<file path="src/mem_macros.svh">
`ifndef MEM_MACROS_SVH
`define MEM_MACROS_SVH

// on-chip memory size in bytes.
`define MEM_BYTES 1024

// bus address width.
`define MEM_ADDR_W 32

// cycles from address acceptance to response valid.
`define MEM_LATENCY 2

`endif

</file>
<file path="src/mem_pkg.sv">
package mem_pkg;

  // access width of a load, store or fetch.
  typedef enum logic [1:0] {
    size_byte = 2'd0,
    size_half = 2'd1,
    size_word = 2'd2
  } access_size_e;

  // response code on the read data and write response channels.
  typedef enum logic [1:0] {
    resp_okay   = 2'b00,
    resp_slverr = 2'b10
  } bus_resp_e;

  // strobe pattern for lane zero, indexed by access size.
  localparam logic [3:0] wstrb_lut [0:3] = '{
    4'b0001,  // byte.
    4'b0011,  // half.
    4'b1111,  // word.
    4'b0000   // unused code.
  };

endpackage

</file>
<file path="src/bus_if.sv">
`timescale 1ns/1ps
`include "mem_macros.svh"

interface bus_if;
  import mem_pkg::*;

  logic [`MEM_ADDR_W-1:0] araddr;
  access_size_e           arsize;
  logic                   arvalid;
  logic                   arready;

  logic [31:0]            rdata;
  bus_resp_e              rresp;
  logic                   rvalid;
  logic                   rready;

  logic [`MEM_ADDR_W-1:0] awaddr;
  access_size_e           awsize;
  logic                   awvalid;
  logic                   awready;

  logic [31:0]            wdata;
  logic [3:0]             wstrb;
  logic                   wvalid;
  logic                   wready;

  bus_resp_e              bresp;
  logic                   bvalid;
  logic                   bready;

  modport master (
    output araddr, arsize, arvalid, rready,
    output awaddr, awsize, awvalid, wdata, wstrb, wvalid, bready,
    input  arready, rdata, rresp, rvalid, awready, wready, bresp, bvalid
  );

  modport slave (
    input  araddr, arsize, arvalid, rready,
    input  awaddr, awsize, awvalid, wdata, wstrb, wvalid, bready,
    output arready, rdata, rresp, rvalid, awready, wready, bresp, bvalid
  );

  modport monitor (
    input araddr, arsize, arvalid, arready, rdata, rresp, rvalid, rready,
    input awaddr, awsize, awvalid, awready, wdata, wstrb, wvalid, wready,
    input bresp, bvalid, bready
  );

endinterface

</file>
<file path="src/data_access_unit.sv">
`timescale 1ns/1ps

module data_access_unit (
  input  logic                 clock,
  input  logic                 reset,
  input  logic                 data_valid,
  output logic                 data_ready,
  input  logic [31:0]          data_addr,
  input  mem_pkg::access_size_e data_size,
  input  logic                 data_sext,
  input  logic                 data_write,
  input  logic [31:0]          data_wdata,
  output logic                 data_rsp_valid,
  input  logic                 data_rsp_ready,
  output logic [31:0]          data_rdata,
  output logic                 data_fault,
  bus_if.master                bus
);
  import mem_pkg::*;

  typedef enum logic [1:0] {
    st_idle,
    st_busy,
    st_respond
  } data_state_e;

  data_state_e  state_q;
  logic         arvalid_q;
  logic         awvalid_q;
  logic         wvalid_q;
  logic [31:0]  addr_q;
  access_size_e size_q;
  logic         sext_q;
  logic [31:0]  wdata_q;
  logic [3:0]   wstrb_q;
  logic         accept;
  logic         rd_done;
  logic         wr_done;

  // shift the addressed lane down, then extend to 32 bits.
  function automatic logic [31:0] align_load(input logic [31:0] rdata,
                                             input logic [1:0] offset,
                                             input logic sext,
                                             input access_size_e size);
    logic [31:0] tmp;
    tmp = rdata >> {offset, 3'b000};
    case (size)
      size_byte: align_load = sext ? {{24{tmp[7]}}, tmp[7:0]} : {24'b0, tmp[7:0]};
      size_half: align_load = sext ? {{16{tmp[15]}}, tmp[15:0]} : {16'b0, tmp[15:0]};
      default:   align_load = tmp;  // word ignores sext.
    endcase
  endfunction

  assign accept  = data_valid & data_ready;
  assign rd_done = bus.rvalid & bus.rready;
  assign wr_done = bus.bvalid & bus.bready;

  always_ff @(posedge clock) begin
    if (reset) begin
      state_q   <= st_idle;
      arvalid_q <= 1'b0;
      awvalid_q <= 1'b0;
      wvalid_q  <= 1'b0;
    end else begin
      case (state_q)
        st_idle: begin
          if (accept) begin
            state_q   <= st_busy;
            arvalid_q <= ~data_write;
            awvalid_q <= data_write;  // address and data go out together.
            wvalid_q  <= data_write;
          end
        end
        st_busy: begin
          if (arvalid_q && bus.arready) begin
            arvalid_q <= 1'b0;
          end
          if (awvalid_q && bus.awready) begin
            awvalid_q <= 1'b0;
          end
          if (wvalid_q && bus.wready) begin
            wvalid_q <= 1'b0;
          end
          if (rd_done || wr_done) begin
            state_q <= st_respond;
          end
        end
        default: begin
          if (data_rsp_ready) begin
            state_q <= st_idle;
          end
        end
      endcase
    end
  end

  always_ff @(posedge clock) begin
    if (accept) begin
      addr_q  <= data_addr;
      size_q  <= data_size;
      sext_q  <= data_sext;
      wdata_q <= data_wdata << {data_addr[1:0], 3'b000};
      wstrb_q <= wstrb_lut[data_size] << data_addr[1:0];
    end
    if (rd_done) begin
      data_rdata <= align_load(bus.rdata, addr_q[1:0], sext_q, size_q);
      data_fault <= (bus.rresp != resp_okay);
    end else if (wr_done) begin
      data_rdata <= '0;  // stores return no data.
      data_fault <= (bus.bresp != resp_okay);
    end
  end

  assign data_ready     = (state_q == st_idle);
  assign data_rsp_valid = (state_q == st_respond);

  assign bus.araddr  = addr_q;
  assign bus.arsize  = size_q;
  assign bus.arvalid = arvalid_q;
  assign bus.awaddr  = addr_q;
  assign bus.awsize  = size_q;
  assign bus.awvalid = awvalid_q;
  assign bus.wdata   = wdata_q;
  assign bus.wstrb   = wstrb_q;
  assign bus.wvalid  = wvalid_q;
  assign bus.rready  = (state_q == st_busy);
  assign bus.bready  = (state_q == st_busy);

endmodule

</file>
<file path="src/flat_wrapper.sv">
// flat-port wrapper written by rule: the top's interface ports become plain ports
module data_access_unit_flat import mem_pkg::*;
  (clock, reset, data_valid, data_ready, data_addr, data_size, data_sext, data_write, data_wdata, data_rsp_valid, data_rsp_ready, data_rdata, data_fault, bus_araddr, bus_arsize, bus_arvalid, bus_rready, bus_awaddr, bus_awsize, bus_awvalid, bus_wdata, bus_wstrb, bus_wvalid, bus_bready, bus_arready, bus_rdata, bus_rresp, bus_rvalid, bus_awready, bus_wready, bus_bresp, bus_bvalid);
  bus_if bus_i ();
  input  logic clock;
  input  logic reset;
  input  logic data_valid;
  output logic data_ready;
  input  logic [31:0] data_addr;
  input  mem_pkg::access_size_e data_size;
  input  logic data_sext;
  input  logic data_write;
  input  logic [31:0] data_wdata;
  output logic data_rsp_valid;
  input  logic data_rsp_ready;
  output logic [31:0] data_rdata;
  output logic data_fault;
  output wire logic [$bits(bus_i.araddr)-1:0] bus_araddr;
  output wire logic [$bits(bus_i.arsize)-1:0] bus_arsize;
  output wire logic [$bits(bus_i.arvalid)-1:0] bus_arvalid;
  output wire logic [$bits(bus_i.rready)-1:0] bus_rready;
  output wire logic [$bits(bus_i.awaddr)-1:0] bus_awaddr;
  output wire logic [$bits(bus_i.awsize)-1:0] bus_awsize;
  output wire logic [$bits(bus_i.awvalid)-1:0] bus_awvalid;
  output wire logic [$bits(bus_i.wdata)-1:0] bus_wdata;
  output wire logic [$bits(bus_i.wstrb)-1:0] bus_wstrb;
  output wire logic [$bits(bus_i.wvalid)-1:0] bus_wvalid;
  output wire logic [$bits(bus_i.bready)-1:0] bus_bready;
  input wire logic [$bits(bus_i.arready)-1:0] bus_arready;
  input wire logic [$bits(bus_i.rdata)-1:0] bus_rdata;
  input wire logic [$bits(bus_i.rresp)-1:0] bus_rresp;
  input wire logic [$bits(bus_i.rvalid)-1:0] bus_rvalid;
  input wire logic [$bits(bus_i.awready)-1:0] bus_awready;
  input wire logic [$bits(bus_i.wready)-1:0] bus_wready;
  input wire logic [$bits(bus_i.bresp)-1:0] bus_bresp;
  input wire logic [$bits(bus_i.bvalid)-1:0] bus_bvalid;
  assign bus_araddr = bus_i.araddr;
  assign bus_arsize = bus_i.arsize;
  assign bus_arvalid = bus_i.arvalid;
  assign bus_rready = bus_i.rready;
  assign bus_awaddr = bus_i.awaddr;
  assign bus_awsize = bus_i.awsize;
  assign bus_awvalid = bus_i.awvalid;
  assign bus_wdata = bus_i.wdata;
  assign bus_wstrb = bus_i.wstrb;
  assign bus_wvalid = bus_i.wvalid;
  assign bus_bready = bus_i.bready;
  assign bus_i.arready = bus_arready;
  assign bus_i.rdata = bus_rdata;
  assign bus_i.rresp = bus_rresp;
  assign bus_i.rvalid = bus_rvalid;
  assign bus_i.awready = bus_awready;
  assign bus_i.wready = bus_wready;
  assign bus_i.bresp = bus_bresp;
  assign bus_i.bvalid = bus_bvalid;
  data_access_unit u_core (.clock(clock), .reset(reset), .data_valid(data_valid), .data_ready(data_ready), .data_addr(data_addr), .data_size(data_size), .data_sext(data_sext), .data_write(data_write), .data_wdata(data_wdata), .data_rsp_valid(data_rsp_valid), .data_rsp_ready(data_rsp_ready), .data_rdata(data_rdata), .data_fault(data_fault), .bus(bus_i));
endmodule
</file>
<file path="config.mk">
export PLATFORM = sky130hd
export DESIGN_NAME = data_access_unit_flat
export DESIGN_NICKNAME = d
export VERILOG_FILES = /design/src/mem_pkg.sv /design/src/bus_if.sv /design/src/data_access_unit.sv /design/src/flat_wrapper.sv
export VERILOG_INCLUDE_DIRS = /design/src
export SDC_FILE = /design/constraint.sdc
export NUM_CORES = 1
export LEC_CHECK = 0
export BUFFER_PORTS_ARGS = -buffer_cell sky130_fd_sc_hd__buf_2
export CAP_MARGIN = 10
export CORE_MARGIN = 4
export CORE_UTILIZATION = 35
export DETAILED_ROUTE_END_ITERATION = 7
export GPL_TIMING_DRIVEN = 0
export PLACE_DENSITY = 0.75
export SLEW_MARGIN = 15
export SYNTH_ARGS = -nofsm -noshare
export SYNTH_HDL_FRONTEND = slang
export SYNTH_SLANG_ARGS = --single-unit
</file>
<file path="constraint.sdc">
create_clock -name clock -period 4.1 [get_ports clock]
set_input_delay 0.41 -clock clock [delete_from_list [all_inputs] [get_ports clock]]
set_output_delay 0.41 -clock clock [all_outputs]
set_load 0.005 [all_outputs]
</file>
==> After elaboration in Yosys (flattened, before gate mapping) <==
Cells that the tools add are included.
{ "totals": {"input_bits": 113, "ff_bits": 109, "elab_cells": 65, "out_inout_bits": 144} }
{ "op_classes": {"n_reduce_logical": 15, "n_mux": 22, "magnitude_cmp": 1, "n_eq_ne": 8, "shifts": 3, "bitwise": 5} }
{ "op_table": {"columns": ["op", "n"], "rows": [
  ["$mux W32", 4],
  ["$pmux W32 S2", 1],
  ["$shl A32 B5 Y32", 1],
  ["$shr A32 B5 Y32", 1],
  ["$reduce_and A3 Y1", 4],
  ["$ne A2 B2 Y1 const B", 5],
  ["$bmux W4 S2", 1],
  ["$mux W4", 2],
  ["$reduce_bool A2 Y1", 4],
  ["$mux W1", 7],
  ["$mux W2", 3],
  ["$pmux W1 S2", 3],
  ["$eq A2 B1 Y1 const B", 2],
  ["$logic_not A2 Y1", 2],
  ["$pmux W2 S2", 1],
  ["$shl A4 B2 Y4", 1],
  ["$and A1 B1 Y1", 3],
  ["$ge A3 B3 Y1 const B", 1],
  ["$logic_and A1 B1 Y1", 3],
  ["$not A2 Y3", 1],
  ["$reduce_bool A3 Y1", 1],
  ["$eq A2 B2 Y1 const B", 1],
  ["$logic_or A1 B1 Y1", 1],
  ["$not A1 Y1", 1]
]} }

==> Logic depth before layout (Yosys ltp) <==
Gate-level depths: netlist of run 1.
{ "depth": {"depth_word": 5, "mapped_depth": 6, "ltp_nobuf": 4} }

==> Least setup slack after synthesis of run 1 <==
OpenSTA, ideal clock, no wires.
{ "synth_path": {"path_type": "reg-to-reg", "from": "register u_core.state_q[0]", "to": "register u_core.addr_q[0], in the netlist u_core.bus.araddr[0], enable pin", "n_path_buf": 0, "required_time_ps": 3674, "path_slack_ps": 1625, "period_less_slack_ps": 2475, "arrival_ps": 2049, "path_stages_with_launch": 4, "setup_ps": 426, "path_cell_list": "dfxtp_1 -> nor2_1 -> nand2_1 -> inv_1"} }
{ "synth_via": {"elab_chain_cells": 2} }
{ "synth_lines": {"columns": ["item", "line_no", "text"], "rows": [
  ["start, declared", "data_access_unit.sv:27", "data_state_e state_q;"],
  ["start signal, assigned", "data_access_unit.sv:60", "state_q <= st_idle;"],
  ["start signal, assigned", "data_access_unit.sv:68", "state_q <= st_busy;"],
  ["start signal, assigned", "data_access_unit.sv:85", "state_q <= st_respond;"],
  ["$logic_not A2 Y1", "data_access_unit.sv:114", "assign data_ready = (state_q == st_idle);"],
  ["named net data_ready", "flat_wrapper.sv:8", "output logic data_ready;"],
  ["$and A1 B1 Y1", "data_access_unit.sv:54", "assign accept = data_valid & data_ready;"],
  ["named net u_core.accept", "data_access_unit.sv:36", "logic accept;"],
  ["end signal, assigned", "data_access_unit.sv:99", "addr_q <= data_addr;"],
  ["end, declared", "data_access_unit.sv:31", "logic [31:0] addr_q;"]
]} }
The timed path passes the listed nets, and every way through them passes these cells.
A chain may end at the register's enable or synchronous reset.

==> Worst setup path after layout of run 1 <==
{ "layout_path": {"from": "register u_core.state_q[0]", "to": "register u_core.data_rdata[24], enable pin"} }
{ "layout_via": {"elab_chain_cells": 3, "elab_cells_between_ends": 4, "classes_between": "1 x eq/ne; 2 x bitwise; 1 x reduce/logical"} }
{ "layout_lines": {"columns": ["item", "line_no", "text"], "rows": [
  ["$eq A2 B1 Y1 *", "data_access_unit.sv:126, data_access_unit.sv:127", null],
  ["$and A1 B1 Y1 (on tied branches)", "data_access_unit.sv:56, data_access_unit.sv:55", null],
  ["$reduce_bool A2 Y1 (no line) *", null, null],
  ["end signal, assigned", "data_access_unit.sv:106", "data_rdata <= align_load(bus.rdata, addr_q[1:0], sext_q, size_q);"],
  ["end, declared", "data_access_unit.sv:15", "output logic [31:0] data_rdata,"]
]} }
Mark *: on every way between the ends. The rest lies on a longest branch, timed or not.

==> metrics.yaml, run 1 <==
setup_path:
  path_cells: "nor2b_1 > o21a_2"
  critPathKind: "flip-flop to flip-flop"
  arrival_ps: 1940
  max_stage_delay_ps: 760
  worstPathRequired_ps: 4070
  slowest_stage: "o21a_2"
  worstPathMaxFanout: 35
  critPathBufInv: 0
  start_kind: "flip-flop"
  critical-path-top-delay-family: "compound AO/OA/AOI/OAI gates"
  path_depth: 2
  crit_path_end_kind: "flip-flop"
  rr_worst_depth: 2
cts:
  clk_pin_slew_ps: 70
  cts_tree: "done"
  postCtsHoldBufs: 0
  post_cts_resized: 0
  cts_buffers: 9
  ctsRootBufferMaster: "clkbuf_16"
  ctsLongestPathBuffers: 2
  clock_latency_ps: 340
  cts_setup_buffers: 0
  clock-sinks: 109
  htreeDepth: 3
routing:
  first_iter_violations: 269
  routed_wl_um: 13800
  avgViaCountPerCell: 4.81
  drc: 0
  wl_per_cell_um: 16.9
  vias: 3928
  drtPass1Iterations: 4
  ant_nets: 0
timing:
  rsz0062_at_grt: "no"
  period_share_pct: 48.1
  hold_viol: 0
  worst_clock_skew_ps: 5.36
  tightest_slew_ps: 827
  slew_headroom_pct: 44.9
  finalSetupViolCount: 0
  tns_ps: 0
  whs_ps: 239
  drv_slew: 0
  period_needed_ps: 1970
  finalWorstSetupSlack_ps: 2130
  clock.fmax_mhz: 507
yosys:
  synthSimpleGateAreaFrac_pct: 8.31
  ys_warn_count: 0
  synth_area_per_cell_um2: 13.5
  synth.area.mux_share_pct: 8.36
  yosysMostFrequentCell: "edfxtp_1"
  yosys.cell_types.count: 35
  synth-edff-count: 104
  netlist.area_leader.share_pct: 62.9
  yosys_register_bits: 109
  synthFlopType: "edfxtp_1"
  netlist_area_mm2: 0.00497
  synth_area_leader_cell: "edfxtp_1"
  synth_seq_area_share_pct: 64.9
  yosys-top-cells-count: "104 x edfxtp_1, 37 x mux2i_1, 35 x buf_4, 31 x nor2_1, 29 x a211oi_1"
  synthXorXnorAreaFrac_pct: 0
  synthCells: 367
  ys_async_sr_fraction_pct: 0
  synth.area.top_cells: "edfxtp_1 63%, mux2i_1 7.5%, buf_4 5.3%, a211oi_1 4.4%, nor2b_1 2.4%"
  synth_compound_area_share_pct: 10.3
  syn_nets: 482
  synth_fa_ha_area_share_pct: 0.504
  synth_top_family_by_area: "compound AO/OA/AOI/OAI gates"
die:
  ioPinCount: 257
  initial_utilization_pct: 35.8
  die_area_mm2: 0.0162
  die_h_um: 127
  row_count: 43
  core_mm2: 0.0139
  die_w_um: 127
job:
  maxCapViolCount: 0
status:
  status: "complete, no violations"
power:
  p_int_mw: 1.95
  clock_power_share_pct: 29.9
  vdd_ir_drop_max_uv: 218
  p_per_area_mw_per_mm2: 385
  p_seq_share_pct: 52.8
  p_leak_nw: 3.11
  swShare_pct: 25.0
  switchingPower_uw: 649
  combPwrFrac_pct: 17.3
cells_and_area:
  nNetsFinal: 750
  syn_to_final_growth_pct: 36.1
  fin_cells: 817
  layout-drive-gt1-share_pct: 50.7
  diodes: 0
  n_fill_cell: 1246
global_route:
  antenna_found_initial: 0
  grt_use_total_pct: 16.6
  grt-ovfl-total: 0
  grt_max_degree: 68
  first_global_vias: 4043
  grt_pass1_wl_um: 21200
min_path:
  min_path_cells: 1
  hold_path_class: "input pin to flip-flop"
placed_design:
  hpwlAfterDp_um: 10700
  pre_cts_slack_ps: 2110
  portBuffers: 256
  routabilityCongestion: 0.881
  dp.cells: 804
-- metrics by stage --
step                util [%]  instance area (um2)  power, mW
finish                  48.7                 6760       2.60
CTS                     48.7                 6760       2.63
global route            48.7                 6760       2.73
global placement        46.6                 6470       1.84
floorplan                  -                 4970       1.61
detailed placement      46.9                 6500       1.85
-- sequential cells by signal, indices dropped and copies added, names as in the netlist --
name	flops
u_core.state_q	2
u_core.bus.wstrb	4
u_core.data_fault	1
u_core.bus.arvalid	1
u_core.bus.araddr	32
u_core.bus.arsize	2
u_core.sext_q	1
u_core.data_rdata	32
u_core.bus.wvalid	1
u_core.bus.awvalid	1
u_core.bus.wdata	32
-- worst reg2reg max path, delay by kind of cell (launching register included) --
kind,cells,cell delay (ps)
compound gates,1,760
flops,1,450
simple gates,1,380
-- path summary, 6_finish.rpt --
check,from,end,slack (ps)
min,data_addr[31],u_core.bus.araddr[31]$_DFFE_PP_,240
max,u_core.state_q[0]$_SDFFE_PP0P_,u_core.data_rdata[24]$_SDFFCE_PP0P_,2130
min reg2reg,u_core.bus.awvalid$_SDFFE_PP0P_,u_core.bus.awvalid$_SDFFE_PP0P_,480
max reg2reg,u_core.state_q[0]$_SDFFE_PP0P_,u_core.data_rdata[24]$_SDFFCE_PP0P_,2130
-- layer usage --
metal | vias to the layer above | GRT usage (%) | wire length [um] | share of wire, %
met1 | 1857 | 20.5 | 5530 | 40
met4 | 0 | 6.75 | 279 | 2.0
met3 | 22 | 4.35 | 1120 | 8.1
met2 | 184 | 27.8 | 6870 | 50
met5 | - | 0 | 0 | 0
li1 | 1865 | - | - | -
-- placed cells by master (no fill, tap or decap), types with 3 or more instances in the layout --
cell type,netlist,final
a21oi_1,12,12
dfxtp_1,5,5
clkbuf_1,6,6
nor3_1,3,3
edfxtp_1,104,104
mux2i_1,37,37
a211oi_1,29,29
nor2b_1,19,19
a221oi_1,3,3
nor2_1,31,31
and2_1,8,8
inv_1,7,6
a21o_1,8,8
o21ai_0,16,16
buf_4,35,35
nand2_1,12,12
clkbuf_16,0,9
buf_2,10,266
-- kinds of logic (layout without fill, tap and decap cells) --
logic type	count (synthesis)	after routing
AO/OA/AOI/OAI	76	76
adder cells (fa/ha/maj)	2	2
buffers and inverters	61	331
flip-flops	109	109
multiplexers	40	40
AND/OR/NAND/NOR	79	79
-- area by class of cell --
type                       count  area, um2  share of cell area, %
clock buffer                   9        225                   3.33
multi-input combinational    197       1360                   20.2
sequential                   109       3220                   47.7
tap                          180        225                   3.33
clock inverter                 4       27.5                  0.407
timing repair buffer         257       1310                   19.4
inverter                       7       28.8                  0.426
buffer                        54        354                   5.24
-- power by group through the flow --
stage | Clock, mW | Sequential (mW) | Combinational, mW
after floorplan | 0 | 1.41 | 0.205
after global placement | 0 | 1.40 | 0.434
after detailed placement | 0 | 1.40 | 0.454
after CTS | 0.801 | 1.37 | 0.455
after global routing | 0.852 | 1.38 | 0.495
final | 0.777 | 1.37 | 0.450
No activity file was read; power rests on OpenSTA's default activity.
==> run 2, diff against run 1 <==
--- a/config.mk
+++ b/config.mk
@@ -12,7 +12,7 @@
 export CORE_UTILIZATION = 35
 export DETAILED_ROUTE_END_ITERATION = 7
 export GPL_TIMING_DRIVEN = 0
-export PLACE_DENSITY = 0.75
+export PLACE_DENSITY = 0.78
 export SLEW_MARGIN = 15
 export SYNTH_ARGS = -nofsm -noshare
 export SYNTH_HDL_FRONTEND = slang
==> constraint.sdc (replaced) <==
create_clock -name clock -period 1.7 [get_ports clock]
set_input_delay 0.17 -clock clock [delete_from_list [all_inputs] [get_ports clock]]
set_output_delay 0.17 -clock clock [all_outputs]
set_load 0.005 [all_outputs]
==> metrics.yaml, run 2 (same netlist as run 1, synthesis figures left out) <==
status:
  status: "complete, no violations"
setup_path:
  worstPathMaxFanout: 8
  start_kind: "flip-flop"
  crit_path_end_kind: "flip-flop"
  arrival_ps: 1740
  critPathKind: "flip-flop to flip-flop"
  worstPathRequired_ps: 1800
cells_and_area:
  fin_cells: 852
  syn_to_final_growth_pct: 44.7
  layout-drive-gt1-share_pct: 51.5
  diodes: 0
  postLayoutCoreUtil_pct: 51.8
  mostFrequentLayoutCells: "261 x buf_2, 104 x edfxtp_1, 41 x buf_4"
  layout_commonest_cell: "buf_2"
  nNetsFinal: 782
  postLayoutCellArea_mm2: 0.00718
  n_fill_cell: 1252
cts:
  ctsRootBufferMaster: "clkbuf_16"
  ctsLongestPathBuffers: 2
  clock_latency_ps: 340
  htreeDepth: 3
  clk_pin_slew_ps: 70
  clock-sinks: 109
  cts_buffers: 9
  cts_tree: "done"
die:
  die_area_mm2: 0.0162
  ioPinCount: 257
  die_h_um: 127
  initial_utilization_pct: 35.8
  core_mm2: 0.0139
  row_count: 43
  die_w_um: 127
timing:
  finalSetupViolCount: 0
  rsz0062_at_grt: "yes"
  period_needed_ps: 1650
  drv_slew: 0
  slew_headroom_pct: 58.9
  clock.fmax_mhz: 608
  whs_ps: 18.5
  tightest_slew_ps: 617
  period_share_pct: 96.8
  worst_clock_skew_ps: 8.16
  hold_viol: 0
routing:
  routed_wl_um: 14100
  drc: 0
  vias: 4028
  drtPass1Iterations: 4
  first_iter_violations: 201
  wl_per_cell_um: 16.5
  avgViaCountPerCell: 4.73
  ant_nets: 0
global_route:
  grt_pass1_wl_um: 21000
  first_global_vias: 4100
  antenna_found_initial: 0
  grt-ovfl-total: 0
  grt_max_degree: 36
  grt_use_total_pct: 16.6
power:
  p_leak_nw: 3.26
  p_per_area_mw_per_mm2: 894
  vdd_ir_drop_max_uv: 447
min_path:
  hold_path_class: "input pin to flip-flop"
placed_design:
  place_area_mm2: 0.00654
  portBuffers: 256
  routabilityCongestion: 0.831
  hpwlAfterDp_um: 10500
  dp.cells: 805
job:
  maxCapViolCount: 0
-- run 2: worst max-delay path, stage by stage (launching register included) --
cell	delay [ps]
edfxtp_1	400
buf_6	150
mux4_2	520
nand2_1	100
a21o_4	170
nor2_1	60
-- run 2: routing by layer --
metal  GRT usage (%)  share of wire (%)  wire, um
met4            5.24                1.5       210
met5               0                  0         0
met1            19.4                 39      5490
met3            3.93                7.8      1100
met2            29.9                 52      7250
-- run 2: final timing paths --
check / to / depth (start not counted) / from / slack [ps]
max: u_core.data_rdata[12]$_SDFFCE_PP0P_ / 5 / u_core.bus.araddr[0]$_DFFE_PP_ / 50
max reg2reg: u_core.data_rdata[12]$_SDFFCE_PP0P_ / 5 / u_core.bus.araddr[0]$_DFFE_PP_ / 50
min: u_core.bus.araddr[0]$_DFFE_PP_ / 1 / data_addr[0] / 20
min reg2reg: u_core.bus.wvalid$_SDFFE_PP0P_ / 2 / u_core.bus.wvalid$_SDFFE_PP0P_ / 470
-- run 2: report_power, final --
| group | internal, mW | leakage, nW | switching, mW |
|---|---|---|---|
| sequential | 3.22 | 1.05 | 0.0897 |
| combinational | 0.594 | 2.08 | 0.598 |
| clock | 0.993 | 0.136 | 0.934 |
-- run 2: repair_timing --
action	CTS	global route
pin swaps	1	1
resized for setup	8	16
setup buffers	3	1
endpoints found under the setup margin	59	57
hold buffers	25	2
hold endpoints to repair	25	2
-- run 2: layout make-up --
| class | count | area [um2] | share of cell area, % |
|---|---|---|---|
| plain buffers | 54 | 378 | 5.26 |
| inverters | 7 | 30.0 | 0.418 |
| repair buffers | 289 | 1620 | 22.6 |
| flip-flops and latches | 109 | 3230 | 45.0 |
| clock inverters | 6 | 37.5 | 0.522 |
| clock buffers | 10 | 229 | 3.19 |
| well taps | 180 | 225 | 3.13 |
| multi-input cells | 197 | 1430 | 19.9 |
-- run 2: per-stage QoR --
step / worst slack (ps) / power, mW / setup TNS, ps
3_3_place_gp: -743 / 4.44 / -61930
2_1_floorplan: -255 / 3.89 / -16000
3_5_place_dp: -219 / 4.47 / -10120
6_report: 54.5 / 6.43 / 0
5_1_grt: -24.5 / 6.71 / -24.5
4_1_cts: 0.683 / 6.46 / 0
