--- src/mem_macros.svh ---
`ifndef MEM_MACROS_SVH
`define MEM_MACROS_SVH

// on-chip memory size in bytes.
`define MEM_BYTES 1024

// bus address width.
`define MEM_ADDR_W 32

// cycles from address acceptance to response valid.
`define MEM_LATENCY 2

`endif

--- src/mem_pkg.sv ---
package mem_pkg;

  // access width of a load, store or fetch.
  typedef enum logic [1:0] {
    size_byte = 2'd0,
    size_half = 2'd1,
    size_word = 2'd2
  } access_size_e;

  // response code on the read data and write response channels.
  typedef enum logic [1:0] {
    resp_okay   = 2'b00,
    resp_slverr = 2'b10
  } bus_resp_e;

  // strobe pattern for lane zero, indexed by access size.
  localparam logic [3:0] wstrb_lut [0:3] = '{
    4'b0001,  // byte.
    4'b0011,  // half.
    4'b1111,  // word.
    4'b0000   // unused code.
  };

endpackage

--- src/bus_if.sv ---
`timescale 1ns/1ps
`include "mem_macros.svh"

interface bus_if;
  import mem_pkg::*;

  logic [`MEM_ADDR_W-1:0] araddr;
  access_size_e           arsize;
  logic                   arvalid;
  logic                   arready;

  logic [31:0]            rdata;
  bus_resp_e              rresp;
  logic                   rvalid;
  logic                   rready;

  logic [`MEM_ADDR_W-1:0] awaddr;
  access_size_e           awsize;
  logic                   awvalid;
  logic                   awready;

  logic [31:0]            wdata;
  logic [3:0]             wstrb;
  logic                   wvalid;
  logic                   wready;

  bus_resp_e              bresp;
  logic                   bvalid;
  logic                   bready;

  modport master (
    output araddr, arsize, arvalid, rready,
    output awaddr, awsize, awvalid, wdata, wstrb, wvalid, bready,
    input  arready, rdata, rresp, rvalid, awready, wready, bresp, bvalid
  );

  modport slave (
    input  araddr, arsize, arvalid, rready,
    input  awaddr, awsize, awvalid, wdata, wstrb, wvalid, bready,
    output arready, rdata, rresp, rvalid, awready, wready, bresp, bvalid
  );

  modport monitor (
    input araddr, arsize, arvalid, arready, rdata, rresp, rvalid, rready,
    input awaddr, awsize, awvalid, awready, wdata, wstrb, wvalid, wready,
    input bresp, bvalid, bready
  );

endinterface

--- src/bus_arbiter.sv ---
`timescale 1ns/1ps

module bus_arbiter (
  input logic  clock,
  input logic  reset,
  bus_if.slave  fetch_bus,
  bus_if.slave  data_bus,
  bus_if.master mem_bus
);

  logic busy_q;
  logic owner_q;  // 1 is the data master.
  logic last_q;   // winner of the last grant.
  logic fetch_req;
  logic data_req;
  logic sel;
  logic rsp_done;

  assign fetch_req = fetch_bus.arvalid | (fetch_bus.awvalid & fetch_bus.wvalid);
  assign data_req  = data_bus.arvalid | (data_bus.awvalid & data_bus.wvalid);
  assign rsp_done  = (mem_bus.rvalid & mem_bus.rready) | (mem_bus.bvalid & mem_bus.bready);

  always_comb begin
    if (busy_q) begin
      sel = owner_q;
    end else if (fetch_req && data_req) begin
      sel = ~last_q;  // loser of the last round goes first.
    end else begin
      sel = data_req;
    end
  end

  always_ff @(posedge clock) begin
    if (reset) begin
      busy_q  <= 1'b0;
      owner_q <= 1'b0;
      last_q  <= 1'b1;  // fetch wins the first tie.
    end else if (!busy_q && (fetch_req || data_req)) begin
      busy_q  <= 1'b1;
      owner_q <= sel;
      last_q  <= sel;
    end else if (busy_q && rsp_done) begin
      busy_q <= 1'b0;
    end
  end

  assign mem_bus.araddr  = sel ? data_bus.araddr  : fetch_bus.araddr;
  assign mem_bus.arsize  = sel ? data_bus.arsize  : fetch_bus.arsize;
  assign mem_bus.arvalid = sel ? data_bus.arvalid : fetch_bus.arvalid;
  assign mem_bus.rready  = sel ? data_bus.rready  : fetch_bus.rready;
  assign mem_bus.awaddr  = sel ? data_bus.awaddr  : fetch_bus.awaddr;
  assign mem_bus.awsize  = sel ? data_bus.awsize  : fetch_bus.awsize;
  assign mem_bus.awvalid = sel ? data_bus.awvalid : fetch_bus.awvalid;
  assign mem_bus.wdata   = sel ? data_bus.wdata   : fetch_bus.wdata;
  assign mem_bus.wstrb   = sel ? data_bus.wstrb   : fetch_bus.wstrb;
  assign mem_bus.wvalid  = sel ? data_bus.wvalid  : fetch_bus.wvalid;
  assign mem_bus.bready  = sel ? data_bus.bready  : fetch_bus.bready;

  // handshakes only reach the selected master.
  assign fetch_bus.arready = mem_bus.arready & ~sel;
  assign fetch_bus.awready = mem_bus.awready & ~sel;
  assign fetch_bus.wready  = mem_bus.wready  & ~sel;
  assign fetch_bus.rvalid  = mem_bus.rvalid  & ~sel;
  assign fetch_bus.bvalid  = mem_bus.bvalid  & ~sel;
  assign data_bus.arready  = mem_bus.arready & sel;
  assign data_bus.awready  = mem_bus.awready & sel;
  assign data_bus.wready   = mem_bus.wready  & sel;
  assign data_bus.rvalid   = mem_bus.rvalid  & sel;
  assign data_bus.bvalid   = mem_bus.bvalid  & sel;

  // payloads are shared.
  assign fetch_bus.rdata = mem_bus.rdata;
  assign fetch_bus.rresp = mem_bus.rresp;
  assign fetch_bus.bresp = mem_bus.bresp;
  assign data_bus.rdata  = mem_bus.rdata;
  assign data_bus.rresp  = mem_bus.rresp;
  assign data_bus.bresp  = mem_bus.bresp;

endmodule

--- src/flat_wrapper.sv ---
// flat-port wrapper written by rule: the top's interface ports become plain ports
module bus_arbiter_flat 
  (clock, reset, fetch_bus_araddr, fetch_bus_arsize, fetch_bus_arvalid, fetch_bus_rready, fetch_bus_awaddr, fetch_bus_awsize, fetch_bus_awvalid, fetch_bus_wdata, fetch_bus_wstrb, fetch_bus_wvalid, fetch_bus_bready, fetch_bus_arready, fetch_bus_rdata, fetch_bus_rresp, fetch_bus_rvalid, fetch_bus_awready, fetch_bus_wready, fetch_bus_bresp, fetch_bus_bvalid, data_bus_araddr, data_bus_arsize, data_bus_arvalid, data_bus_rready, data_bus_awaddr, data_bus_awsize, data_bus_awvalid, data_bus_wdata, data_bus_wstrb, data_bus_wvalid, data_bus_bready, data_bus_arready, data_bus_rdata, data_bus_rresp, data_bus_rvalid, data_bus_awready, data_bus_wready, data_bus_bresp, data_bus_bvalid, mem_bus_araddr, mem_bus_arsize, mem_bus_arvalid, mem_bus_rready, mem_bus_awaddr, mem_bus_awsize, mem_bus_awvalid, mem_bus_wdata, mem_bus_wstrb, mem_bus_wvalid, mem_bus_bready, mem_bus_arready, mem_bus_rdata, mem_bus_rresp, mem_bus_rvalid, mem_bus_awready, mem_bus_wready, mem_bus_bresp, mem_bus_bvalid);
  bus_if fetch_bus_i ();
  bus_if data_bus_i ();
  bus_if mem_bus_i ();
  input logic clock;
  input logic reset;
  input wire logic [$bits(fetch_bus_i.araddr)-1:0] fetch_bus_araddr;
  input wire logic [$bits(fetch_bus_i.arsize)-1:0] fetch_bus_arsize;
  input wire logic [$bits(fetch_bus_i.arvalid)-1:0] fetch_bus_arvalid;
  input wire logic [$bits(fetch_bus_i.rready)-1:0] fetch_bus_rready;
  input wire logic [$bits(fetch_bus_i.awaddr)-1:0] fetch_bus_awaddr;
  input wire logic [$bits(fetch_bus_i.awsize)-1:0] fetch_bus_awsize;
  input wire logic [$bits(fetch_bus_i.awvalid)-1:0] fetch_bus_awvalid;
  input wire logic [$bits(fetch_bus_i.wdata)-1:0] fetch_bus_wdata;
  input wire logic [$bits(fetch_bus_i.wstrb)-1:0] fetch_bus_wstrb;
  input wire logic [$bits(fetch_bus_i.wvalid)-1:0] fetch_bus_wvalid;
  input wire logic [$bits(fetch_bus_i.bready)-1:0] fetch_bus_bready;
  output wire logic [$bits(fetch_bus_i.arready)-1:0] fetch_bus_arready;
  output wire logic [$bits(fetch_bus_i.rdata)-1:0] fetch_bus_rdata;
  output wire logic [$bits(fetch_bus_i.rresp)-1:0] fetch_bus_rresp;
  output wire logic [$bits(fetch_bus_i.rvalid)-1:0] fetch_bus_rvalid;
  output wire logic [$bits(fetch_bus_i.awready)-1:0] fetch_bus_awready;
  output wire logic [$bits(fetch_bus_i.wready)-1:0] fetch_bus_wready;
  output wire logic [$bits(fetch_bus_i.bresp)-1:0] fetch_bus_bresp;
  output wire logic [$bits(fetch_bus_i.bvalid)-1:0] fetch_bus_bvalid;
  input wire logic [$bits(data_bus_i.araddr)-1:0] data_bus_araddr;
  input wire logic [$bits(data_bus_i.arsize)-1:0] data_bus_arsize;
  input wire logic [$bits(data_bus_i.arvalid)-1:0] data_bus_arvalid;
  input wire logic [$bits(data_bus_i.rready)-1:0] data_bus_rready;
  input wire logic [$bits(data_bus_i.awaddr)-1:0] data_bus_awaddr;
  input wire logic [$bits(data_bus_i.awsize)-1:0] data_bus_awsize;
  input wire logic [$bits(data_bus_i.awvalid)-1:0] data_bus_awvalid;
  input wire logic [$bits(data_bus_i.wdata)-1:0] data_bus_wdata;
  input wire logic [$bits(data_bus_i.wstrb)-1:0] data_bus_wstrb;
  input wire logic [$bits(data_bus_i.wvalid)-1:0] data_bus_wvalid;
  input wire logic [$bits(data_bus_i.bready)-1:0] data_bus_bready;
  output wire logic [$bits(data_bus_i.arready)-1:0] data_bus_arready;
  output wire logic [$bits(data_bus_i.rdata)-1:0] data_bus_rdata;
  output wire logic [$bits(data_bus_i.rresp)-1:0] data_bus_rresp;
  output wire logic [$bits(data_bus_i.rvalid)-1:0] data_bus_rvalid;
  output wire logic [$bits(data_bus_i.awready)-1:0] data_bus_awready;
  output wire logic [$bits(data_bus_i.wready)-1:0] data_bus_wready;
  output wire logic [$bits(data_bus_i.bresp)-1:0] data_bus_bresp;
  output wire logic [$bits(data_bus_i.bvalid)-1:0] data_bus_bvalid;
  output wire logic [$bits(mem_bus_i.araddr)-1:0] mem_bus_araddr;
  output wire logic [$bits(mem_bus_i.arsize)-1:0] mem_bus_arsize;
  output wire logic [$bits(mem_bus_i.arvalid)-1:0] mem_bus_arvalid;
  output wire logic [$bits(mem_bus_i.rready)-1:0] mem_bus_rready;
  output wire logic [$bits(mem_bus_i.awaddr)-1:0] mem_bus_awaddr;
  output wire logic [$bits(mem_bus_i.awsize)-1:0] mem_bus_awsize;
  output wire logic [$bits(mem_bus_i.awvalid)-1:0] mem_bus_awvalid;
  output wire logic [$bits(mem_bus_i.wdata)-1:0] mem_bus_wdata;
  output wire logic [$bits(mem_bus_i.wstrb)-1:0] mem_bus_wstrb;
  output wire logic [$bits(mem_bus_i.wvalid)-1:0] mem_bus_wvalid;
  output wire logic [$bits(mem_bus_i.bready)-1:0] mem_bus_bready;
  input wire logic [$bits(mem_bus_i.arready)-1:0] mem_bus_arready;
  input wire logic [$bits(mem_bus_i.rdata)-1:0] mem_bus_rdata;
  input wire logic [$bits(mem_bus_i.rresp)-1:0] mem_bus_rresp;
  input wire logic [$bits(mem_bus_i.rvalid)-1:0] mem_bus_rvalid;
  input wire logic [$bits(mem_bus_i.awready)-1:0] mem_bus_awready;
  input wire logic [$bits(mem_bus_i.wready)-1:0] mem_bus_wready;
  input wire logic [$bits(mem_bus_i.bresp)-1:0] mem_bus_bresp;
  input wire logic [$bits(mem_bus_i.bvalid)-1:0] mem_bus_bvalid;
  assign fetch_bus_i.araddr = fetch_bus_araddr;
  assign fetch_bus_i.arsize = fetch_bus_arsize;
  assign fetch_bus_i.arvalid = fetch_bus_arvalid;
  assign fetch_bus_i.rready = fetch_bus_rready;
  assign fetch_bus_i.awaddr = fetch_bus_awaddr;
  assign fetch_bus_i.awsize = fetch_bus_awsize;
  assign fetch_bus_i.awvalid = fetch_bus_awvalid;
  assign fetch_bus_i.wdata = fetch_bus_wdata;
  assign fetch_bus_i.wstrb = fetch_bus_wstrb;
  assign fetch_bus_i.wvalid = fetch_bus_wvalid;
  assign fetch_bus_i.bready = fetch_bus_bready;
  assign fetch_bus_arready = fetch_bus_i.arready;
  assign fetch_bus_rdata = fetch_bus_i.rdata;
  assign fetch_bus_rresp = fetch_bus_i.rresp;
  assign fetch_bus_rvalid = fetch_bus_i.rvalid;
  assign fetch_bus_awready = fetch_bus_i.awready;
  assign fetch_bus_wready = fetch_bus_i.wready;
  assign fetch_bus_bresp = fetch_bus_i.bresp;
  assign fetch_bus_bvalid = fetch_bus_i.bvalid;
  assign data_bus_i.araddr = data_bus_araddr;
  assign data_bus_i.arsize = data_bus_arsize;
  assign data_bus_i.arvalid = data_bus_arvalid;
  assign data_bus_i.rready = data_bus_rready;
  assign data_bus_i.awaddr = data_bus_awaddr;
  assign data_bus_i.awsize = data_bus_awsize;
  assign data_bus_i.awvalid = data_bus_awvalid;
  assign data_bus_i.wdata = data_bus_wdata;
  assign data_bus_i.wstrb = data_bus_wstrb;
  assign data_bus_i.wvalid = data_bus_wvalid;
  assign data_bus_i.bready = data_bus_bready;
  assign data_bus_arready = data_bus_i.arready;
  assign data_bus_rdata = data_bus_i.rdata;
  assign data_bus_rresp = data_bus_i.rresp;
  assign data_bus_rvalid = data_bus_i.rvalid;
  assign data_bus_awready = data_bus_i.awready;
  assign data_bus_wready = data_bus_i.wready;
  assign data_bus_bresp = data_bus_i.bresp;
  assign data_bus_bvalid = data_bus_i.bvalid;
  assign mem_bus_araddr = mem_bus_i.araddr;
  assign mem_bus_arsize = mem_bus_i.arsize;
  assign mem_bus_arvalid = mem_bus_i.arvalid;
  assign mem_bus_rready = mem_bus_i.rready;
  assign mem_bus_awaddr = mem_bus_i.awaddr;
  assign mem_bus_awsize = mem_bus_i.awsize;
  assign mem_bus_awvalid = mem_bus_i.awvalid;
  assign mem_bus_wdata = mem_bus_i.wdata;
  assign mem_bus_wstrb = mem_bus_i.wstrb;
  assign mem_bus_wvalid = mem_bus_i.wvalid;
  assign mem_bus_bready = mem_bus_i.bready;
  assign mem_bus_i.arready = mem_bus_arready;
  assign mem_bus_i.rdata = mem_bus_rdata;
  assign mem_bus_i.rresp = mem_bus_rresp;
  assign mem_bus_i.rvalid = mem_bus_rvalid;
  assign mem_bus_i.awready = mem_bus_awready;
  assign mem_bus_i.wready = mem_bus_wready;
  assign mem_bus_i.bresp = mem_bus_bresp;
  assign mem_bus_i.bvalid = mem_bus_bvalid;
  bus_arbiter u_core (.clock(clock), .reset(reset), .fetch_bus(fetch_bus_i), .data_bus(data_bus_i), .mem_bus(mem_bus_i));
endmodule
--- config.mk ---
export PLATFORM = sky130hd
export DESIGN_NAME = bus_arbiter_flat
export DESIGN_NICKNAME = d
export VERILOG_FILES = /design/src/mem_pkg.sv /design/src/bus_if.sv /design/src/bus_arbiter.sv /design/src/flat_wrapper.sv
export VERILOG_INCLUDE_DIRS = /design/src
export SDC_FILE = /design/constraint.sdc
export NUM_CORES = 1
export LEC_CHECK = 0
export BUFFER_PORTS_ARGS = -buffer_cell sky130_fd_sc_hd__buf_2
export CAP_MARGIN = 20
export CELL_PAD_IN_SITES_DETAIL_PLACEMENT = 0
export CELL_PAD_IN_SITES_GLOBAL_PLACEMENT = 1
export CORE_AREA = 4 4 173 175
export DETAILED_ROUTE_END_ITERATION = 12
export DIE_AREA = 0 0 177 179
export PLACE_DENSITY_LB_ADDON = 0.15
export REMOVE_ABC_BUFFERS = 1
export SYNTH_ARGS = -nofsm -noshare
export SYNTH_HDL_FRONTEND = slang
export SYNTH_SLANG_ARGS = --single-unit
--- constraint.sdc ---
create_clock -name clock -period 1.6 [get_ports clock]
set_input_delay 0.16 -clock clock [delete_from_list [all_inputs] [get_ports clock]]
set_output_delay 0.16 -clock clock [all_outputs]
set_load 0.02 [all_outputs]
* Word-level counts from Yosys, hierarchy flattened
Cells that the tools add are included.
** Operators by class
- Mux-type cells :: 15
- Bitwise gates (word level) :: 19
- Reduce and logical (&&, ||, !) cells :: 6
** Operator list (count)
- $mux W32 :: 3
- $and A1 B1 Y1 :: 14
- $mux W1 :: 9
- $mux W2 :: 2
- $mux W4 :: 1
- $logic_and A1 B1 Y1 :: 3
- $or A1 B1 Y1 :: 3
- $not A1 Y1 :: 2
- $reduce_bool A2 Y1 :: 1
- $logic_not A1 Y1 :: 1
- $logic_or A1 B1 Y1 :: 1
** Word-level totals
- Register bits after elaboration :: 3
- Input bits :: 261
- Output and inout port bits :: 191
- Word-level logic and storage cells :: 43

* Logic depth before layout (Yosys ltp)
Gate-level depths: netlist of the first run.
- Word-level depth :: 11
- Gate-level depth with buffers :: 6
- Mapped depth without buffers :: 5

* Worst setup path before layout of the first run
Ideal clock, no wire load.
- Path type :: register to output
- Start point :: register u_core.busy_q
- End point :: output mem_bus_araddr[0]
- Arrival time :: 1.624 ns
- Data required time :: 1.440 ns
- Slack :: -0.184 ns
- Cell stages (with the launch flop) :: 6
- Buffers on the path :: 2
- Cells stage by stage :: dfxtp_1 -> mux2_4 -> nor2_8 -> buf_6 -> buf_8 -> mux2_4
** On the way
- Word-level cells in the longest chain between the ends :: 2
** RTL lines
- start: declaration :: RTL line bus_arbiter.sv:11 : logic busy_q;
- start signal: assignment :: RTL line bus_arbiter.sv:35 : busy_q <= 1'b0;
- start signal: assignment :: RTL line bus_arbiter.sv:39 : busy_q <= 1'b1;
- start signal: assignment :: RTL line bus_arbiter.sv:43 : busy_q <= 1'b0;
- $mux W1 :: RTL line bus_arbiter.sv:24 : if (busy_q) begin
- $mux W32 :: RTL line bus_arbiter.sv:47 : assign mem_bus.araddr = sel ? data_bus.araddr : fetch_bus.araddr;
- end: declaration :: RTL line flat_wrapper.sv:47 : output wire logic [$bits(mem_bus_i.araddr)-1:0] mem_bus_araddr;
Every way passes these cells.

* Worst setup path after layout of the first run
- Start point :: register u_core.busy_q
- End point :: output mem_bus_awaddr[18]
** On the way
- Word-level cells in the longest chain between the ends :: 2
** RTL lines
- $mux W1 :: RTL line bus_arbiter.sv:24
- $mux W32 :: RTL line bus_arbiter.sv:51 : assign mem_bus.awaddr = sel ? data_bus.awaddr : fetch_bus.awaddr;
- end: declaration :: RTL line flat_wrapper.sv:51 : output wire logic [$bits(mem_bus_i.awaddr)-1:0] mem_bus_awaddr;
Every way passes these cells.

==> results of run 1 <==
sequential cells by signal (all words and copies together) (netlist names):
signal          cells
u_core.busy_q       1
u_core.last_q       1
u_core.owner_q      1
final cells by class:
class                   instances  area (um2)  area share, %
multi-input cells             139        1770           34.2
well taps                     384         480           9.31
inverters                       2        7.51          0.145
flip-flops and latches          3        61.3           1.19
repair buffers                374        2770           53.6
clock buffers                   4        78.8           1.53
power groups by stage:
stage,logic [mW],registers [mW],clock network [mW]
after CTS,2.78,0.0903,0.401
after global placement,2.33,0.0905,0
after detailed placement,2.33,0.0906,0
after global routing,3.52,0.0923,0.408
after floorplan,1.41,0.0947,0
final,3.33,0.0909,0.396
cells in the final DEF (no fill, tap or decap), drive strengths merged, types with 2 or more instances in the layout:
| cell type | instances |
|---|---|
| clkbuf | 9 |
| mux2 | 110 |
| and2 | 4 |
| a21oi | 3 |
| nor2b | 4 |
| buf | 369 |
| nor2 | 8 |
| inv | 2 |
| dfxtp | 3 |
per-layer routing:
layer / GRT usage, % / vias to the layer above / wire (um)
li1: - / 1319 / -
met1: 10.4 / 1315 / 6860
met2: 14.3 / 263 / 7710
met3: 7.28 / 6 / 3150
met4: 0.774 / 4 / 35
met5: 3.04 / - / 109
cells by family (layout without fill, tap and decap cells):
family          Yosys count  count (layout)  share of synthesized area [%]
mux                     110             110                           59.5
compound gates            9               9                           3.02
simple gates             20              20                           5.72
buf+inv                  86             380                           29.1
flops                     3               3                           2.64
worst max-delay path, stage by stage, from the launching register on:
cell,delay [ns]
dfxtp_2,0.32
mux2_4,0.33
nor2_8,0.20
buf_8,0.17
buf_16,0.15
mux2_2,0.34
buf_2,0.16
through the flow:
| stage | utilization [%] | cell area, um2 |
|---|---|---|
| after global routing | 18.1 | 5160 |
| after detailed placement | 13.9 | 3950 |
| after floorplan | - | 1620 |
| after CTS | 15.6 | 4440 |
| after global placement | 13.9 | 3950 |
| final | 18.1 | 5160 |
final timing paths:
kind	startpoint	endpoint	slack (ns)	cells past startpoint
setup reg to reg	u_core.busy_q	u_core.busy_q	-0.30	7
hold reg to reg	u_core.last_q	u_core.owner_q	0.55	2
hold / removal	reset	u_core.busy_q	0.14	2
setup / recovery	u_core.busy_q	mem_bus_awaddr[18]	-0.46	6
repair_timing:
item	4_1_cts	5_1_grt
resized for setup	67	184
gates cloned	6	5
setup buffers	6	2
setup endpoints to repair	119	120
endpoints found under the hold margin	0	0
pin swaps	2	2
==> impl_results.md, run 1 <==
- Status: complete, but fails checks
- Failing checks: setup timing
- Synth top area share: 39.1%
- Die width: 177 um
- Chip height: 179 um
- Tcrit/Tclk final: 129%
- Max-cap check violation count: 0
- VDD IR max: 220 uV
- Clk root buf: clkbuf_16
- CP required: 1.44 ns
- Hold Vio Cnt, Final: 0
- DRC violations left: 0
- CTS sink count: 3
- Diodes inserted: 0
- Layout cells sized above 1: 95.2%
- Initial core utilization: 7.99%
- FP Rows: 62
- Number of buffers created by CTS: 3
- Synth Cell Area: 0.00228 mm2
- Hold buffers post-CTS: 0
- Pin count of the biggest net entering global routing: 24
- Max FO, Critical Path: 11
- Yosys synthesis warning count: 0
- Fraction of registers with async set/reset: 0%
- Fmax achieved: 486 MHz
- Clk network pwr share: 10.4%
- Crit. End Element: output port
- Final min period: 2.06 ns
- Final setup viols: 120
- Main synth FF type: dfxtp_1
- DRT Pass-1 Iters: 3
- Max-slew headroom: 77.5%
- Worst Skew: 0.00128 ns
- Pwr dens: 739 mW/mm2
- Routed wire length: 17900 um
- Top post-synthesis cells by count: buf_4, mux2_2, mux2_4
- Clock Pin Slew Worst Setup and Hold Paths: 0.03 ns
- Layout Cells excl Fill: 906
- Post-synthesis sequential area ratio: 2.64%
- Final setup margin: -0.459 ns
- Arr. time, crit path: 1.90 ns
- Nets: 784
- Min Hold Slack: 0.142 ns
- Die area: 0.0317 mm2
- Synth cell types: 24
- Clk Latency, worst-skew pair: 0.22 ns
- Final antenna-violating net count: 0
- CTS tree: done
- Crit start category: register
- Remaining Overflow, GRT: 0
- Tightest Pin Transition: 0.337 ns
- Starting DRT DRC Count: 52
- Gr usage total: 9.28%
- DP HPWL: 14300 um
- Port-buffer cells: 343
- Final slew viol count: 0
- Int Power: 2.28 mW
- Vias in the first global route: 2988
- Switching share of power: 40.2%
- Max H-tree Level: 1
- Worst setup path category: reg2out
- I/O pin count: 452
- Sw Pwr: 1.53 mW
- Area growth, synth to finish: 127%
- Gate Count Post-Synth: 228
- Synth area leader: mux2_2
- RSZ-0062 raised after global routing: yes
- TNS Setup: -46.98 ns
- CTS Buffer Depth: 2
- Overall power: 3.81 mW
- RD Place Congestion: 0.724
- Synth area leaders: mux2_2, buf_4, mux2_4, dfxtp_1, buf_8
- Layout filler cell count: 3218
- Initial antenna violation count: 1
- Vias/cell: 3.21
- Vias: 2907
- Worst min path class: in2reg
- Yosys reg bits: 3
- Post-synth EDFFs: 0
- Syn Area/Cell: 9.98 um2
- DR WL/cell: 19.7 um
- First-pass GRT wire length: 20900 um
- Part of the power in combinational logic: 87.2%
- DP Worst Slack: -0.350 ns
- Placed cells: 884
- P_leak: 2.68 nW
- CORE AREA: 0.0285 mm2
- Flop pwr share: 2.4%
No activity file was read; power rests on OpenSTA's default activity.
==> run 2: changes to the inputs <==
- ABC_AREA: not set -> 1
- CORE_AREA: 4 4 173 175 -> 4 4 174 176
- DIE_AREA: 0 0 177 179 -> 0 0 178 180
==> run 2 against run 1 <==
  * The run still ends with setup timing left
  * Fmax up 19%
  * Cell area up 14%
  * Cell count up 27%
  * Critical path depth rose by 3
  * Synthesized area down 3.5%
  * Worst setup slack better by 0.32 ns
==> impl_results.md, run 2 <==
- Clk Latency, worst-skew pair: 0.22 ns
- Syn Area/Cell: 4.72 um2
- Synth top area share: 56.1%
- Vias: 3986
- WL met2: 9100 um
- First-pass GRT wire length: 24500 um
- Core Util, Final: 20.5%
- Arr. time, crit path: 1.57 ns
- M1 WL: 6900 um
- Placed cells: 1114
- Synth area leader: nand2_1
- Failing checks: setup timing
- Max-slew headroom: 85.2%
- Gate Count Post-Synth: 465
- Met3 Wirelength: 4010 um
- DRT Pass-1 Iters: 4
- Die width: 178 um
- Worst Skew: 0.00144 ns
- DP Worst Slack: -0.0226 ns
- Pin count of the biggest net entering global routing: 43
- P_leak: 3.28 nW
- CTS tree: done
- Hold Vio Cnt, Final: 0
- I/O pin count: 452
- Top post-synthesis cells by count: nand2_1, buf_4, buf_2, inv_1, nor2_1
- Vias in the first global route: 3638
- Chip height: 180 um
- Commonest non-fill, non-tap cell in the layout: buf_2
- Worst min path class: in2reg
- Synth area leaders: nand2_1, buf_4, buf_6, dfxtp_1, buf_2
- Final setup viols: 118
- Remaining Overflow, GRT: 0
- Crit. End Element: output port
- Die area: 0.0320 mm2
- Fmax achieved: 576 MHz
- Initial antenna violation count: 2
- Synth cell types: 18
- RD Place Congestion: 0.711
- CTS sink count: 3
- CP required: 1.44 ns
- Starting DRT DRC Count: 74
- Final slew viol count: 0
- Area growth, synth to finish: 168%
- CTS Buffer Depth: 2
- Synth Cell Area: 0.00220 mm2
- FP Rows: 62
- Final setup margin: -0.135 ns
- Max H-tree Level: 1
- Worst setup path category: reg2out
- Top Registers: u_core.busy_q: 1 flops, u_core.last_q: 1 flops, u_core.owner_q: 1 flops
- Final min period: 1.73 ns
- DR WL/cell: 17.9 um
- Initial core utilization: 7.67%
- Number of buffers created by CTS: 3
- Vias/cell: 3.47
- Post-synth EDFFs: 0
- Pwr dens: 686 mW/mm2
- Crit start category: register
- Routed wire length: 20600 um
- TNS Setup: -10.56 ns
- Max-cap check violation count: 0
- RSZ-0062 raised after global routing: yes
- DP HPWL: 15100 um
- Gr usage total: 10.4%
- Main synth FF type: dfxtp_1
- Max FO, Critical Path: 8
- Yosys synthesis warning count: 0
- DRC violations left: 0
- VDD IR max: 275 uV
- Most frequent cells in the layout: buf_2, nand2_1, buf_6
- Clk root buf: clkbuf_16
- Most frequent cell after synthesis: nand2_1
- Port-buffer cells: 343
- Hold buffers post-CTS: 0
- Nets: 1026
- CORE AREA: 0.0286 mm2
- Tightest Pin Transition: 0.221 ns
- Status: complete, but fails checks
- Post-synthesis sequential area ratio: 2.74%
- Top Layer Used: met5
- Clock Pin Slew Worst Setup and Hold Paths: 0.03 ns
- Overall power: 4.03 mW
- Layout cells sized above 1: 71.3%
- Final antenna-violating net count: 0
- Layout Cells excl Fill: 1149
- Fraction of registers with async set/reset: 0%
- Tcrit/Tclk final: 108%
- Yosys reg bits: 3
[run 2: metal layers]
metal  GRT usage [%]  up-vias
met5            9.57        -
met4           0.959        8
met3            9.94       19
met2            16.1      343
met1            9.81     1709
li1                -     1907
[run 2: area by class of cell]
type,count,area [um2]
fill,3269,22700
inverter,12,57.6
multi-input combinational,354,2000
clock buffer,4,78.8
tap,384,480
sequential,3,63.8
antenna,1,2.50
timing repair buffer,391,3190
[run 2: final timing paths]
| kind | depth (start not counted) | endpoint | start | slack, ns |
|---|---|---|---|---|
| min | 2 | u_core.busy_q | reset | 0.12 |
| max reg2reg | 9 | u_core.busy_q | u_core.busy_q | 0.21 |
| max | 9 | mem_bus_awaddr[24] | u_core.busy_q | -0.13 |
| min reg2reg | 2 | u_core.owner_q | u_core.owner_q | 0.47 |
[run 2: critical path, stage by stage, from the launching register on]
cell and delay, ns:
dfxtp_4 0.35, a21oi_4 0.15, nand2_4 0.09, nand2_8 0.12
inv_12 0.07, buf_12 0.15, clkbuf_16 0.17, nand2_4 0.05
nand2_2 0.05, buf_6 0.12
[run 2: repair_timing]
item | CTS | global route
setup endpoints to repair | 114 | 119
cloned | 4 | 12
setup buffers | 7 | 8
pin swaps | 13 | 40
gates resized for setup | 104 | 351
[run 2: cells by family (layout without fill, tap and decap cells)]
| logic type | count (synthesis) | after routing | synth area share [%] |
|---|---|---|---|
| AND/OR/NAND/NOR | 349 | 349 | 60.8 |
| buffers and inverters | 108 | 407 | 35.2 |
| AO/OA/AOI/OAI | 5 | 5 | 1.31 |
| flip-flops | 3 | 3 | 2.74 |
| other | 0 | 1 | 0 |
[run 2: metrics by stage]
stage	area, um2	hold slack [ns]
after floorplan	1470	0.229
after global placement	3900	0.320
after detailed placement	3900	0.320
after CTS	4480	0.123
after global routing	5880	0.123
final	5880	0.118
[run 2: power by group]
group / total, mW / switching (mW) / leakage, nW / internal (mW)
Sequential: 0.0936 / 0.00929 / 0.0255 / 0.0843
Clock: 0.399 / 0.0702 / 0.0382 / 0.329
Combinational: 3.54 / 1.80 / 3.22 / 1.74
